### config.mk
export PLATFORM = sky130hd
export DESIGN_NAME = conf_reg
export DESIGN_NICKNAME = d
export VERILOG_FILES = /design/src/conf_pkg.sv /design/src/conf_addr_decode.sv /design/src/conf_fu_bank.sv /design/src/conf_mem_bank.sv /design/src/conf_reg.sv
export SDC_FILE = /design/constraint.sdc
export NUM_CORES = 1
export LEC_CHECK = 0
export BUFFER_PORTS_ARGS = -buffer_cell sky130_fd_sc_hd__buf_4
export CAP_MARGIN = 0
export CORE_AREA = 2 2 162 164
export CTS_BUF_LIST = sky130_fd_sc_hd__clkbuf_2 sky130_fd_sc_hd__clkbuf_4 sky130_fd_sc_hd__clkbuf_8
export DETAILED_ROUTE_END_ITERATION = 8
export DIE_AREA = 0 0 164 166
export GPL_ROUTABILITY_DRIVEN = 1
export GPL_TIMING_DRIVEN = 0
export PLACE_DENSITY = 0.66
export SYNTH_ARGS = -nofsm -noshare
export SYNTH_HDL_FRONTEND = slang
export SYNTH_SLANG_ARGS = --single-unit
### constraint.sdc
create_clock -name clk -period 8.5 [get_ports clk]
set_input_delay 1.275 -clock clk [delete_from_list [all_inputs] [get_ports clk]]
set_output_delay 1.275 -clock clk [all_outputs]
set_load 0.02 [all_outputs]
### src/conf_pkg.sv
`default_nettype none

package conf_pkg;

   // control port
   localparam int ctrl_data_w = 32;
   localparam int conf_addr_w = 7;

   // datapath field widths
   localparam int sel_w      = 5;
   localparam int mem_addr_w = 10;
   localparam int period_w   = 5;

   // unit counts
   localparam int n_mem = 2;
   localparam int n_alu = 2;
   localparam int n_mul = 2;
   localparam int n_bs  = 1;

   // function selects
   typedef logic [3:0] alu_fns_t;
   typedef logic [1:0] mul_fns_t;
   typedef logic [1:0] bs_fns_t;

   // address map
   localparam int mem_base        = 0;
   localparam int mem_stride      = 16;
   localparam int alu_base        = 32;
   localparam int mul_base        = 40;
   localparam int bs_base         = 48;
   localparam int fu_stride       = 4;
   localparam int conf_clear_addr = 127;

   localparam int unit_idx_w  = 1;
   localparam int field_idx_w = 4;

   // memory unit fields in packing order from the top
   localparam logic [field_idx_w-1:0] mem_f_iter  = 4'd0;
   localparam logic [field_idx_w-1:0] mem_f_per   = 4'd1;
   localparam logic [field_idx_w-1:0] mem_f_duty  = 4'd2;
   localparam logic [field_idx_w-1:0] mem_f_sel   = 4'd3;
   localparam logic [field_idx_w-1:0] mem_f_start = 4'd4;
   localparam logic [field_idx_w-1:0] mem_f_shift = 4'd5;
   localparam logic [field_idx_w-1:0] mem_f_incr  = 4'd6;
   localparam logic [field_idx_w-1:0] mem_f_delay = 4'd7;
   localparam logic [field_idx_w-1:0] mem_f_ext   = 4'd8;
   localparam logic [field_idx_w-1:0] mem_f_in_wr = 4'd9;

   // alu, mul and bs share this layout
   localparam logic [field_idx_w-1:0] fu_f_sela = 4'd0;
   localparam logic [field_idx_w-1:0] fu_f_selb = 4'd1;
   localparam logic [field_idx_w-1:0] fu_f_fns  = 4'd2;

   // per-unit slice widths
   localparam int mem_conf_bits = 4*mem_addr_w + 3*period_w + sel_w + 2;
   localparam int alu_conf_bits = 2*sel_w + $bits(alu_fns_t);
   localparam int mul_conf_bits = 2*sel_w + $bits(mul_fns_t);
   localparam int bs_conf_bits  = 2*sel_w + $bits(bs_fns_t);

   // per-bank slice widths
   localparam int mem_bank_bits = n_mem*mem_conf_bits;
   localparam int alu_bank_bits = n_alu*alu_conf_bits;
   localparam int mul_bank_bits = n_mul*mul_conf_bits;
   localparam int bs_bank_bits  = n_bs*bs_conf_bits;

   localparam int conf_bits = mem_bank_bits + alu_bank_bits + mul_bank_bits + bs_bank_bits;

   // bank positions in the flat word with mem on top
   localparam int bs_lsb  = 0;
   localparam int mul_lsb = bs_lsb + bs_bank_bits;
   localparam int alu_lsb = mul_lsb + mul_bank_bits;
   localparam int mem_lsb = alu_lsb + alu_bank_bits;

endpackage

`default_nettype wire

### src/conf_addr_decode.sv
`timescale 1ns/1ps
`default_nettype none

module conf_addr_decode (
   input  logic                               ctr_valid,
   input  logic                               ctr_we,
   input  logic [conf_pkg::conf_addr_w-1:0]   ctr_addr,
   input  logic [conf_pkg::ctrl_data_w-1:0]   ctr_data_in,
   output logic                               clr,
   output logic                               mem_we,
   output logic                               alu_we,
   output logic                               mul_we,
   output logic                               bs_we,
   output logic [conf_pkg::unit_idx_w-1:0]    unit,
   output logic [conf_pkg::field_idx_w-1:0]   field
);
   import conf_pkg::*;

   logic                   conf_we;
   logic [conf_addr_w-1:0] mem_off;
   logic [conf_addr_w-1:0] alu_off;
   logic [conf_addr_w-1:0] mul_off;
   logic [conf_addr_w-1:0] bs_off;
   logic [conf_addr_w-1:0] fu_off;
   logic                   mem_hit;
   logic                   alu_hit;
   logic                   mul_hit;
   logic                   bs_hit;

   assign conf_we = ctr_valid & ctr_we;

   // offsets wrap below the base, so one compare gives the range
   assign mem_off = ctr_addr - conf_addr_w'(mem_base);
   assign alu_off = ctr_addr - conf_addr_w'(alu_base);
   assign mul_off = ctr_addr - conf_addr_w'(mul_base);
   assign bs_off  = ctr_addr - conf_addr_w'(bs_base);

   assign mem_hit = mem_off < conf_addr_w'(n_mem*mem_stride);
   assign alu_hit = alu_off < conf_addr_w'(n_alu*fu_stride);
   assign mul_hit = mul_off < conf_addr_w'(n_mul*fu_stride);
   assign bs_hit  = bs_off < conf_addr_w'(n_bs*fu_stride);

   assign fu_off = alu_hit ? alu_off : (mul_hit ? mul_off : bs_off);

   // unit and field are shared and only the strobes pick a bank
   always_comb begin
      if (mem_hit) begin
         unit  = unit_idx_w'(mem_off / mem_stride);
         field = field_idx_w'(mem_off % mem_stride);
      end else begin
         unit  = unit_idx_w'(fu_off / fu_stride);
         field = field_idx_w'(fu_off % fu_stride);
      end
   end

   assign clr    = conf_we & (ctr_addr == conf_addr_w'(conf_clear_addr));
   assign mem_we = conf_we & mem_hit & (field <= mem_f_in_wr);
   assign alu_we = conf_we & alu_hit & (field <= fu_f_fns);
   assign mul_we = conf_we & mul_hit & (field <= fu_f_fns);
   assign bs_we  = conf_we & bs_hit & (field <= fu_f_fns);

   // a single address never selects two banks
   always_comb begin
      a_one_strobe: assert final ($onehot0({clr, mem_we, alu_we, mul_we, bs_we}))
         else $error("conf_addr_decode: overlapping strobes at address %0d", ctr_addr);
      if (mem_we | alu_we | mul_we | bs_we) begin
         a_data_known: assert final (!$isunknown(ctr_data_in))
            else $error("conf_addr_decode: unknown data on field write %0d", ctr_addr);
      end
   end

endmodule

`default_nettype wire

### src/conf_fu_bank.sv
`timescale 1ns/1ps
`default_nettype none

module conf_fu_bank #(
   parameter int  n_units = 2,
   parameter type fns_t   = logic [1:0]
) (
   input  logic                                                   clk,
   input  logic                                                   rst,
   input  logic                                                   clr,
   input  logic                                                   ld,
   input  logic [n_units*(2*conf_pkg::sel_w+$bits(fns_t))-1:0]    ld_data,
   input  logic                                                   we,
   input  logic [conf_pkg::unit_idx_w-1:0]                        unit,
   input  logic [conf_pkg::field_idx_w-1:0]                       field,
   input  logic [conf_pkg::ctrl_data_w-1:0]                       data,
   output logic [n_units*(2*conf_pkg::sel_w+$bits(fns_t))-1:0]    conf
);
   import conf_pkg::*;

   localparam int fns_w   = $bits(fns_t);
   localparam int slice_w = 2*sel_w + fns_w;

   logic [sel_w-1:0] sela [n_units];
   logic [sel_w-1:0] selb [n_units];
   fns_t             fns  [n_units];

   // same priority as the memory bank
   always_ff @(posedge clk or posedge rst) begin
      if (rst) begin
         for (int i = 0; i < n_units; i++) begin
            sela[i] <= '0;
            selb[i] <= '0;
            fns[i]  <= '0;
         end
      end else if (ld) begin
         for (int i = 0; i < n_units; i++) begin
            {sela[i], selb[i], fns[i]} <= ld_data[(n_units-i)*slice_w-1 -: slice_w];
         end
      end else if (clr) begin
         for (int i = 0; i < n_units; i++) begin
            sela[i] <= '0;
            selb[i] <= '0;
            fns[i]  <= '0;
         end
      end else if (we) begin
         for (int i = 0; i < n_units; i++) begin
            if (int'(unit) == i) begin
               case (field)
                  fu_f_sela: sela[i] <= data[sel_w-1:0];
                  fu_f_selb: selb[i] <= data[sel_w-1:0];
                  fu_f_fns:  fns[i]  <= fns_t'(data[fns_w-1:0]);
                  default: ;
               endcase
            end
         end
      end
   end

   for (genvar g = 0; g < n_units; g++) begin : g_slice
      assign conf[(n_units-g)*slice_w-1 -: slice_w] = {sela[g], selb[g], fns[g]};
   end

   // catches a decoder range that is wider than this bank
   a_unit_range: assert property (@(posedge clk) disable iff (rst)
      we |-> int'(unit) < n_units)
      else $error("conf_fu_bank: write to unit %0d of %0d", unit, n_units);

endmodule

`default_nettype wire

### src/conf_mem_bank.sv
`timescale 1ns/1ps
`default_nettype none

module conf_mem_bank (
   input  logic                                 clk,
   input  logic                                 rst,
   input  logic                                 clr,
   input  logic                                 ld,
   input  logic [conf_pkg::mem_bank_bits-1:0]   ld_data,
   input  logic                                 we,
   input  logic [conf_pkg::unit_idx_w-1:0]      unit,
   input  logic [conf_pkg::field_idx_w-1:0]     field,
   input  logic [conf_pkg::ctrl_data_w-1:0]     data,
   output logic [conf_pkg::mem_bank_bits-1:0]   conf
);
   import conf_pkg::*;

   logic [mem_addr_w-1:0] iter  [n_mem];
   logic [period_w-1:0]   per   [n_mem];
   logic [period_w-1:0]   duty  [n_mem];
   logic [sel_w-1:0]      sel   [n_mem];
   logic [mem_addr_w-1:0] start [n_mem];
   logic [mem_addr_w-1:0] shift [n_mem];
   logic [mem_addr_w-1:0] incr  [n_mem];
   logic [period_w-1:0]   delay [n_mem];
   logic                  ext   [n_mem];
   logic                  in_wr [n_mem];

   always_ff @(posedge clk or posedge rst) begin
      if (rst) begin
         for (int i = 0; i < n_mem; i++) begin
            iter[i]  <= '0;
            per[i]   <= '0;
            duty[i]  <= '0;
            sel[i]   <= '0;
            start[i] <= '0;
            shift[i] <= '0;
            incr[i]  <= '0;
            delay[i] <= '0;
            ext[i]   <= 1'b0;
            in_wr[i] <= 1'b0;
         end
      end else if (ld) begin
         // whole word from the config memory
         for (int i = 0; i < n_mem; i++) begin
            {iter[i], per[i], duty[i], sel[i], start[i],
             shift[i], incr[i], delay[i], ext[i], in_wr[i]}
               <= ld_data[(n_mem-i)*mem_conf_bits-1 -: mem_conf_bits];
         end
      end else if (clr) begin
         for (int i = 0; i < n_mem; i++) begin
            iter[i]  <= '0;
            per[i]   <= '0;
            duty[i]  <= '0;
            sel[i]   <= '0;
            start[i] <= '0;
            shift[i] <= '0;
            incr[i]  <= '0;
            delay[i] <= '0;
            ext[i]   <= 1'b0;
            in_wr[i] <= 1'b0;
         end
      end else if (we) begin
         for (int i = 0; i < n_mem; i++) begin
            if (int'(unit) == i) begin
               // upper data bits dropped
               case (field)
                  mem_f_iter:  iter[i]  <= data[mem_addr_w-1:0];
                  mem_f_per:   per[i]   <= data[period_w-1:0];
                  mem_f_duty:  duty[i]  <= data[period_w-1:0];
                  mem_f_sel:   sel[i]   <= data[sel_w-1:0];
                  mem_f_start: start[i] <= data[mem_addr_w-1:0];
                  mem_f_shift: shift[i] <= data[mem_addr_w-1:0];
                  mem_f_incr:  incr[i]  <= data[mem_addr_w-1:0];
                  mem_f_delay: delay[i] <= data[period_w-1:0];
                  mem_f_ext:   ext[i]   <= data[0];
                  mem_f_in_wr: in_wr[i] <= data[0];
                  default: ;
               endcase
            end
         end
      end
   end

   // unit 0 in the top slice
   for (genvar g = 0; g < n_mem; g++) begin : g_slice
      assign conf[(n_mem-g)*mem_conf_bits-1 -: mem_conf_bits] =
         {iter[g], per[g], duty[g], sel[g], start[g],
          shift[g], incr[g], delay[g], ext[g], in_wr[g]};
   end

   // decoder only strobes this bank for an existing unit and field
   a_unit_range: assert property (@(posedge clk) disable iff (rst)
      we |-> int'(unit) < n_mem)
      else $error("conf_mem_bank: write to unit %0d", unit);

   a_field_range: assert property (@(posedge clk) disable iff (rst)
      we |-> field <= mem_f_in_wr)
      else $error("conf_mem_bank: write to field %0d", field);

endmodule

`default_nettype wire

### src/conf_reg.sv
`timescale 1ns/1ps
`default_nettype none

module conf_reg (
   input  logic                               clk,
   input  logic                               rst,
   input  logic                               ctr_valid,
   input  logic                               ctr_we,
   input  logic [conf_pkg::conf_addr_w-1:0]   ctr_addr,
   input  logic [conf_pkg::ctrl_data_w-1:0]   ctr_data_in,
   input  logic                               conf_ld,
   input  logic [conf_pkg::conf_bits-1:0]     conf_in,
   output logic [conf_pkg::conf_bits-1:0]     conf_out
);
   import conf_pkg::*;

   logic                   clr;
   logic                   mem_we;
   logic                   alu_we;
   logic                   mul_we;
   logic                   bs_we;
   logic [unit_idx_w-1:0]  unit;
   logic [field_idx_w-1:0] field;

   conf_addr_decode u_dec (
      .ctr_valid   (ctr_valid),
      .ctr_we      (ctr_we),
      .ctr_addr    (ctr_addr),
      .ctr_data_in (ctr_data_in),
      .clr         (clr),
      .mem_we      (mem_we),
      .alu_we      (alu_we),
      .mul_we      (mul_we),
      .bs_we       (bs_we),
      .unit        (unit),
      .field       (field)
   );

   // each bank owns one slice of the flat word
   conf_mem_bank u_mem (
      .clk     (clk),
      .rst     (rst),
      .clr     (clr),
      .ld      (conf_ld),
      .ld_data (conf_in[mem_lsb +: mem_bank_bits]),
      .we      (mem_we),
      .unit    (unit),
      .field   (field),
      .data    (ctr_data_in),
      .conf    (conf_out[mem_lsb +: mem_bank_bits])
   );

   conf_fu_bank #(.n_units(n_alu), .fns_t(alu_fns_t)) u_alu (
      .clk     (clk),
      .rst     (rst),
      .clr     (clr),
      .ld      (conf_ld),
      .ld_data (conf_in[alu_lsb +: alu_bank_bits]),
      .we      (alu_we),
      .unit    (unit),
      .field   (field),
      .data    (ctr_data_in),
      .conf    (conf_out[alu_lsb +: alu_bank_bits])
   );

   conf_fu_bank #(.n_units(n_mul), .fns_t(mul_fns_t)) u_mul (
      .clk     (clk),
      .rst     (rst),
      .clr     (clr),
      .ld      (conf_ld),
      .ld_data (conf_in[mul_lsb +: mul_bank_bits]),
      .we      (mul_we),
      .unit    (unit),
      .field   (field),
      .data    (ctr_data_in),
      .conf    (conf_out[mul_lsb +: mul_bank_bits])
   );

   // sela and selb of the barrel shifter carry data and shift amount
   conf_fu_bank #(.n_units(n_bs), .fns_t(bs_fns_t)) u_bs (
      .clk     (clk),
      .rst     (rst),
      .clr     (clr),
      .ld      (conf_ld),
      .ld_data (conf_in[bs_lsb +: bs_bank_bits]),
      .we      (bs_we),
      .unit    (unit),
      .field   (field),
      .data    (ctr_data_in),
      .conf    (conf_out[bs_lsb +: bs_bank_bits])
   );

endmodule

`default_nettype wire

Yosys cells after proc, flatten, opt, wreduce, memory -nomap -nowiden
Index checks and enable logic that the tools add are counted.
W data, S select, Z words.
{"block": "totals", "word_cells": 216, "output_inout_bits": 188, "inputBits": 232, "regBits": 188}
{"block": "op_classes", "n_eq_ne": 11, "reduce_logical": 51, "n_bitwise": 10, "n_lt_le_gt_ge": 6, "addsub": 3, "n_mux": 100}
{"cell": "$mux W10", "count": 36}
{"cell": "$mux W20", "count": 12}
{"cell": "$mux W5", "count": 21}
{"cell": "$reduce_and A3 Y1", "count": 35}
{"cell": "$reduce_bool A3 Y1", "count": 15}
{"cell": "$mux W4", "count": 7}
{"cell": "$mux W2", "count": 12}
{"cell": "$mux W8", "count": 3}
{"cell": "$sub A7 B6 Y7 const B", "count": 3}
{"cell": "$eq A4 B3 Y1 const B", "count": 4}
{"cell": "$lt A7 B4 Y1 const B", "count": 2}
{"cell": "$and A1 B1 Y1", "count": 10}
{"cell": "$eq A4 B2 Y1 const B", "count": 2}
{"cell": "$eq A4 B4 Y1 const B", "count": 2}
{"cell": "$eq A7 B7 Y1 const B", "count": 1}
{"cell": "$lt A7 B3 Y1 const B", "count": 1}
{"cell": "$lt A7 B6 Y1 const B", "count": 1}
{"cell": "$mux W1", "count": 7}
{"cell": "$mux W3", "count": 2}
{"cell": "$eq A4 B1 Y1 const B", "count": 1}
{"cell": "$le A4 B2 Y1 const B", "count": 1}
{"cell": "$le A4 B4 Y1 const B", "count": 1}
{"cell": "$logic_not A4 Y1", "count": 1}
{"cell": "$ne A3 B3 Y1 const B", "count": 1}

Longest topological paths before layout
Gate-level depths: netlist of the first run.
{"block": "depth", "word_depth": 11, "mapped_depth": 10}

By module
A second synthesis of the first run with hierarchy kept.
{"block": "hier_totals", "cells_unflattened": 1031, "hier_area_um2": 9864.5}
{"mod": "conf_mem_bank", "seq_area_each_um2": 3103.0, "area_per_inst_um2": 6127.1, "n_inst": 1, "cells_each": 633}
{"mod": "conf_fu_bank at u_alu", "seq_area_each_um2": 700.7, "area_per_inst_um2": 1525.2, "n_inst": 1, "cells_each": 164}
{"mod": "conf_fu_bank at u_mul", "seq_area_each_um2": 600.6, "area_per_inst_um2": 1335.0, "n_inst": 1, "cells_each": 137}
{"mod": "conf_fu_bank at u_bs", "seq_area_each_um2": 300.3, "area_per_inst_um2": 693.2, "n_inst": 1, "cells_each": 73}
{"mod": "conf_addr_decode", "seq_area_each_um2": 0.0, "area_per_inst_um2": 183.9, "n_inst": 1, "cells_each": 24}

Worst setup path before layout of the first run
Ideal clock, no wire load.
{"block": "synth_path", "path_kind": "input -> register", "from": "in ctr_addr[4] (netlist name)", "to": "reg u_bs.sela[0] (netlist name)", "path_stages": 8, "setup_slack_ps": 5335, "arrival_time_ps": 3039, "path_buffers": 1, "required_time_ps": 8374, "cell_sequence": "buf_2 > inv_1 > ha_1 > or3b_4 > a2111oi_4 > nand2_2 > and3_1 > a221o_1"}
{"block": "synth_between", "elab_chain_len": 9, "word_cells_on_any_way": 23}
{"element": "from (decl)", "line": "conf_reg.sv:9", "source": "input logic [conf_pkg::conf_addr_w-1:0] ctr_addr,"}
{"element": "$sub A7 B6 Y7", "line": "conf_addr_decode.sv:35", "source": "assign mul_off = ctr_addr - conf_addr_w'(mul_base);"}
{"element": "$lt A7 B4 Y1", "line": "conf_addr_decode.sv:40", "source": "assign mul_hit = mul_off < conf_addr_w'(n_mul*fu_stride);"}
{"element": "$mux W3 (2 in a row)", "line": "conf_addr_decode.sv:43", "source": "assign fu_off = alu_hit ? alu_off : (mul_hit ? mul_off : bs_off);"}
{"element": "$mux W4", "line": "conf_addr_decode.sv:47", "source": "if (mem_hit) begin"}
{"element": "$le A4 B2 Y1", "line": "conf_addr_decode.sv:60", "source": "assign bs_we = conf_we & bs_hit & (field <= fu_f_fns);"}
{"element": "$and A1 B1 Y1", "line": "conf_addr_decode.sv:60"}
{"element": "$reduce_bool A3 Y1 (no line)"}
{"element": "$reduce_and A3 Y1 (no line)"}
{"element": "to (signal, indexed assignment)", "line": "conf_fu_bank.sv:38", "source": "{sela[i], selb[i], fns[i]} <= ld_data[(n_units-i)*slice_w-1 -: slice_w];"}
{"element": "to (signal, indexed assignment)", "line": "conf_fu_bank.sv:50", "source": "fu_f_sela: sela[i] <= data[sel_w-1:0];"}
{"element": "to (decl)", "line": "conf_fu_bank.sv:24", "source": "logic [sel_w-1:0] sela [n_units];"}
Parallel ways exist; a longest one is shown, timed or not.
A chain may end at the register's enable or synchronous reset.

Final worst setup path of the first run
{"block": "layout_path", "from": "in ctr_addr[5] (netlist name)", "to": "reg u_mem.delay, in the netlist u_mem.conf[66]"}
{"block": "layout_between", "elab_chain_len": 9, "word_cells_on_any_way": 21}
{"element": "$sub A7 B6 Y7", "line": "conf_addr_decode.sv:35"}
{"element": "$lt A7 B4 Y1", "line": "conf_addr_decode.sv:40"}
{"element": "$mux W3 (2 in a row)", "line": "conf_addr_decode.sv:43"}
{"element": "$mux W4", "line": "conf_addr_decode.sv:47"}
{"element": "$le A4 B4 Y1", "line": "conf_addr_decode.sv:57", "source": "assign mem_we = conf_we & mem_hit & (field <= mem_f_in_wr);"}
{"element": "$and A1 B1 Y1", "line": "conf_addr_decode.sv:57"}
{"element": "$reduce_bool A3 Y1 (no line)"}
{"element": "$reduce_and A3 Y1 (no line)"}
{"element": "to (signal, indexed assignment)", "line": "conf_mem_bank.sv:75", "source": "mem_f_delay: delay[i] <= data[period_w-1:0];"}
{"element": "to (decl)", "line": "conf_mem_bank.sv:25", "source": "logic [period_w-1:0] delay [n_mem];"}
Parallel ways exist; a longest one is shown, timed or not.

==> run metrics, run 1 <==
RSZ-0062 raised after global routing=false; CP Capture Type=register; worst reg2reg startpoint=u_bs.selb[3]$_DFFE_PP0P_; I/O pin count=420; initial core utilization=35.0%; Cell Area, Placed=0.0124 mm²; clk_lat worst skew=490 ps; antenna violations before repair=0; Ys Warns=0; Post-DP HPWL=27,700 µm; NumNets Final=1,574; Die Span X=164 µm; flops & latches, synth=188; critical path class=input port to register; Clk pin slew, worst setup/hold paths=110 ps; critical path launch point type=input port; total length of routed wires=36,600 µm; port bufs=392; Post-Syn Area=0.00896 mm²; floorplan core area=0.0256 mm²; CTS tree=done; cts bufs inserted=17; largest net degree at the start of global routing=100; row count=59; Power, Total=2.38 mW; outcome=finished clean; die area=0.0272 mm²; Slew Limit Headroom=40.8%; Mapped Cells=927; Yosys top cell area share=52.5%; CP arrival=3820 ps; Critical Path RT=8900 ps; CTS Hold Bufs=0; # DRC=0; Min-Delay Startpoint=u_mem.conf[114]$_DFFE_PP0P_; Routed WL per cell=21.7 µm; Synth Net Count=1,162; P&R area growth vs syn=42.9%; dominant synthesized flop cell=dfrtp_1; final setup fails=0; share of layout cells above drive strength 1=36.2%; fmax=0.292 GHz; VDD IR max=0.0754 mV; reg2reg end=u_bs.selb[3]$_DFFE_PP0P_; number of routed nets with antenna violations=0; Total GRT Usage=26.5%; worst-margin pin slew=889 ps; crit-path max FO=10; Finished Cell Area=0.0128 mm²; GRT overflow=0; Die H=166 µm; max reg flops=124; Cell variety after synth=58; Longest Clk Path Bufs=2; final hold violation count=0; clk_skew=0 ps; post-synth top area cell=dfrtp_1; Avg Inst Size Synth=9.67 µm²; period utilisation layout=40.3%; Seq/Total Area, Yosys=52.5%; # clock sinks=188; Hold Path Class=register to register; DR pass1 iterations=5; # resized after CTS=0; drt first-iter violations=694; global-route wire length before repair=54,200 µm; clk root buf=clkbuf_8; Post CTS Setup Buffer Count=0; MaxCap Viol Count=0; top cells by area, synth=dfrtp_1 (52%), a21oi_1 (6.8%), nand2_1 (5.4%), mux2i_1 (3.1%), a22oi_1 (3.0%); vias in the first global route=8,844; P_leak=6.21 nW; final period demand of the worst path=3430 ps; power density over the cells=186 mW/mm²; Async S/R FF share, synth=100%; # diodes=0; DR vias/cell=5.36; r2r setup slk=7570 ps; r2r worst-path depth=2; CP startpoint=ctr_addr[5]; CP endpoint=u_mem.conf[66]$_DFFE_PP0P_; Post-synth EDFFs=0; Max Slew Vio Count=0; CTS H-tree lvls=4; RePlAce Congestion=0.899; Via Count=9,050
## power by group
| part | internal (mW) | switching (mW) | total (mW) |
|---|---|---|---|
| Combinational | 0.284 | 0.375 | 0.659 |
| Sequential | 0.994 | 0.0607 | 1.06 |
| Clock | 0.264 | 0.401 | 0.666 |
| Total | 1.54 | 0.837 | 2.38 |
## per-layer routing
metal / GRT usage (%) / share of wire (%) / routed length (µm)
met1: 35.1 / 42 / 15300
met2: 43.4 / 49 / 18000
met3: 5.72 / 6.8 / 2490
met4: 8.24 / 2.3 / 854
met5: 0 / 0 / 0
## cells in the mapped netlist, drive strengths merged, types with 2 or more instances
| master | n |
|---|---|
| a211o | 3 |
| a211oi | 13 |
| a21o | 17 |
| a21oi | 121 |
| a221o | 18 |
| a22o | 5 |
| a22oi | 36 |
| a2bb2oi | 6 |
| a311o | 2 |
| a31oi | 16 |
| a41oi | 2 |
| and2 | 11 |
| and3 | 10 |
| buf | 42 |
| clkbuf | 40 |
| dfrtp | 188 |
| ha | 3 |
| inv | 23 |
| mux2 | 9 |
| mux2i | 28 |
| nand2 | 133 |
| nand2b | 2 |
| nand3 | 23 |
| nand3b | 2 |
| nand4 | 8 |
| nor2 | 54 |
| nor2b | 2 |
| nor3 | 4 |
| nor3b | 3 |
| nor4 | 4 |
| o211ai | 20 |
| o21a | 5 |
| o21ai | 49 |
| o31ai | 8 |
| or2 | 3 |
| or4 | 3 |
## critical path, stage by stage
cell	delay, ps
buf_4	150
ha_1	210
ha_1	190
nand3_1	150
o21ba_2	240
and2_1	150
clkbuf_1	400
clkbuf_1	720
a21oi_1	100
a21oi_1	230
## final cells by class
class / count / area, µm²
repair buffers: 393 / 2970
well taps: 335 / 419
multi-input cells: 634 / 3810
clock inverters: 14 / 199
fillers: 2457 / 12800
plain buffers: 82 / 359
flip-flops and latches: 188 / 4700
clock buffers: 18 / 248
inverters: 23 / 93.8
## logic make-up after synthesis
| kind of cell | count (synthesis) | synth area share, % |
|---|---|---|
| multiplexers | 37 | 4.26 |
| AND/OR/NAND/NOR | 267 | 14.1 |
| flip-flops | 188 | 52.5 |
| AO/OA/AOI/OAI | 327 | 23.7 |
| adder cells (fa/ha/maj) | 3 | 0.419 |
| buffers and inverters | 105 | 4.97 |
## worst min path at each step
stage                     depth (start not counted)  slack (ps)                     endpoint
after floorplan                                   2         580   u_mem.conf[27]$_DFFE_PP0P_
after global placement                            1         460   u_mem.conf[70]$_DFFE_PP0P_
after detailed placement                          1         470   u_mem.conf[70]$_DFFE_PP0P_
after CTS                                         1         490   u_mem.conf[73]$_DFFE_PP0P_
after global routing                              2         510   u_mem.conf[77]$_DFFE_PP0P_
final                                             2         490  u_mem.conf[114]$_DFFE_PP0P_
## metrics by stage
stage | setup WS [ps] | hold slack (ps) | std cells | utilization, % | setup TNS, ps
after floorplan | 2110 | 582 | 927 | - | 0
after global placement | -417 | 463 | 1654 | 48.1 | -75490
after detailed placement | 4640 | 467 | 1655 | 48.2 | 0
after CTS | 5140 | 494 | 1687 | 50.0 | 0
after global routing | 4980 | 511 | 1687 | 50.0 | 0
final | 5070 | 490 | 1687 | 50.0 | 0
## layout by cell type, fill, tap and decap left out, drive strengths merged, types with 13 or more instances in the layout
cell type	instances
nor2	54
a211oi	13
mux2i	28
dfrtp	188
o211ai	20
a21o	17
buf	435
nand3	23
inv	29
o21ai	49
nand2	133
a22oi	36
a221o	18
clkbuf	58
a31oi	16
a21oi	121
Note: power is estimated with default switching activity, not from simulation.
==> run 2: changes to the inputs <==
==> constraint.sdc (replaced) <==
create_clock -name clk -period 3.5 [get_ports clk]
set_input_delay 0.525 -clock clk [delete_from_list [all_inputs] [get_ports clk]]
set_output_delay 0.525 -clock clk [all_outputs]
set_load 0.02 [all_outputs]
==> run metrics, run 2 (synthesis results as in run 1) <==
CP arrival=2880 ps; VDD IR max=0.260 mV; Clk pin slew, worst setup/hold paths=120 ps; CTS Hold Bufs=0; critical path launch point type=input port; fmax=0.402 GHz; share of layout cells above drive strength 1=36.3%; Cell Area, Placed=0.0124 mm²; outcome=finished clean; port bufs=392; RSZ-0062 raised after global routing=false; Max Slew Vio Count=0; number of routed nets with antenna violations=0; Slew Limit Headroom=43.2%; Post CTS Setup Buffer Count=0; area taken by multi-input logic gates=0.00381 mm²; I/O pin count=420; drt first-iter violations=677; initial core utilization=35.0%; CTS H-tree lvls=4; number of fill cells=2,480; Finished Cell Area=0.0128 mm²; critical path class=input port to register; Longest Clk Path Bufs=2; antenna violations before repair=0; total length of routed wires=36,500 µm; Post-Layout Cell Count=1,690; # DRC=0; worst reg2reg startpoint=u_bs.selb[2]$_DFFE_PP0P_; global-route wire length before repair=54,500 µm; floorplan core area=0.0256 mm²; Via Count=9,061; Total GRT Usage=26.5%; Routed WL per cell=21.6 µm; power density over the cells=443 mW/mm²; max incr delay on CP=600 ps; clk_skew=0 ps; final setup fails=0; Final WS setup=1010 ps; period utilisation layout=71.1%; CP Capture Type=register; worst-margin pin slew=852 ps; r2r worst-path depth=2; register area=0.00470 mm²; most frequent cells in the layout=buf_4 (392), dfrtp_1 (188), nand2_1 (129); clk_lat worst skew=470 ps; final hold violation count=0; Die H=166 µm; MaxCap Viol Count=0; DP Worst Slack=528 ps; max reg flops=124; # clock sinks=188; P_leak=6.21 nW; reg2reg end=u_bs.selb[2]$_DFFE_PP0P_; most common cell after layout, fill and taps aside=buf_4; row count=59; Worst path slowest cell=clkbuf_1; # diodes=0; GRT overflow=0; RePlAce Congestion=0.925; largest net degree at the start of global routing=41; DR pass1 iterations=5; Hold Path Class=input port to asynchronous set/reset pin; Critical Path, Cell by Cell=buf_4, ha_1, ha_1, nand3_1, o21ba_2, and2_1, clkbuf_1, clkbuf_1, a21oi_1, a21oi_1; vias in the first global route=9,059; final period demand of the worst path=2490 ps; die area=0.0272 mm²; Post-DP HPWL=27,800 µm; r2r setup slk=2570 ps; Critical Path RT=3890 ps; Post-Place Cells=1,659; P&R area growth vs syn=43.0%; # resized after CTS=0; crit-path max FO=10; DR vias/cell=5.36; CTS tree=done; clk root buf=clkbuf_8; NumNets Final=1,578; cts bufs inserted=17; Die Span X=164 µm
==> run 2: layout make-up <==
cell class                 instances  share of cell area (%)
buffer                            82                    2.80
clock buffer                      17                    1.83
clock inverter                    14                    1.20
inverter                          23                   0.703
multi-input combinational        634                    29.7
sequential                       188                    36.7
tap                              335                    3.27
timing repair buffer             397                    23.7
==> run 2: how the worst max path moves through the flow <==
stage / from / end
6_report: ctr_addr[5] / u_mem.conf[81]$_DFFE_PP0P_
2_1_floorplan: rst / u_alu.conf[0]$_DFFE_PP0P_
4_1_cts: ctr_addr[5] / u_mem.conf[66]$_DFFE_PP0P_
3_3_place_gp: rst / u_mem.conf[55]$_DFFE_PP0P_
5_1_grt: ctr_addr[5] / u_mem.conf[66]$_DFFE_PP0P_
3_5_place_dp: ctr_addr[5] / u_mem.conf[91]$_DFFE_PP0P_
==> run 2: report_power, final <==
group	switching (mW)	internal [mW]	total (mW)
clock	0.912	0.591	1.50
combinational	0.914	0.697	1.61
sequential	0.144	2.41	2.56
total	1.97	3.70	5.67
==> run 2: routing by layer <==
layer	vias to the layer above	global-route usage, %	share of wire (%)
met5	-	0	0
met4	0	7.82	2.6
met3	51	6.82	7.9
met2	385	44.0	48
met1	4457	33.9	41
li1	4168	-	-
==> run 2: through the flow <==
stage / total power, mW / TNS [ps] / util, % / hold slack (ps)
final: 5.67 / 0 / 50.0 / 111
after global routing: 5.93 / 0 / 50.0 / 123
after CTS: 5.71 / 0 / 50.0 / 103
after detailed placement: 4.22 / 0 / 48.5 / 468
after global placement: 4.18 / -155800 / 48.1 / 461
after floorplan: 3.38 / 0 / - / 582
==> run 2: critical path, delay by kind of cell <==
family	cells	cell delay (ps)
buf+inv	3	1160
compound gates	3	500
fa+ha+maj	2	400
simple gates	2	280
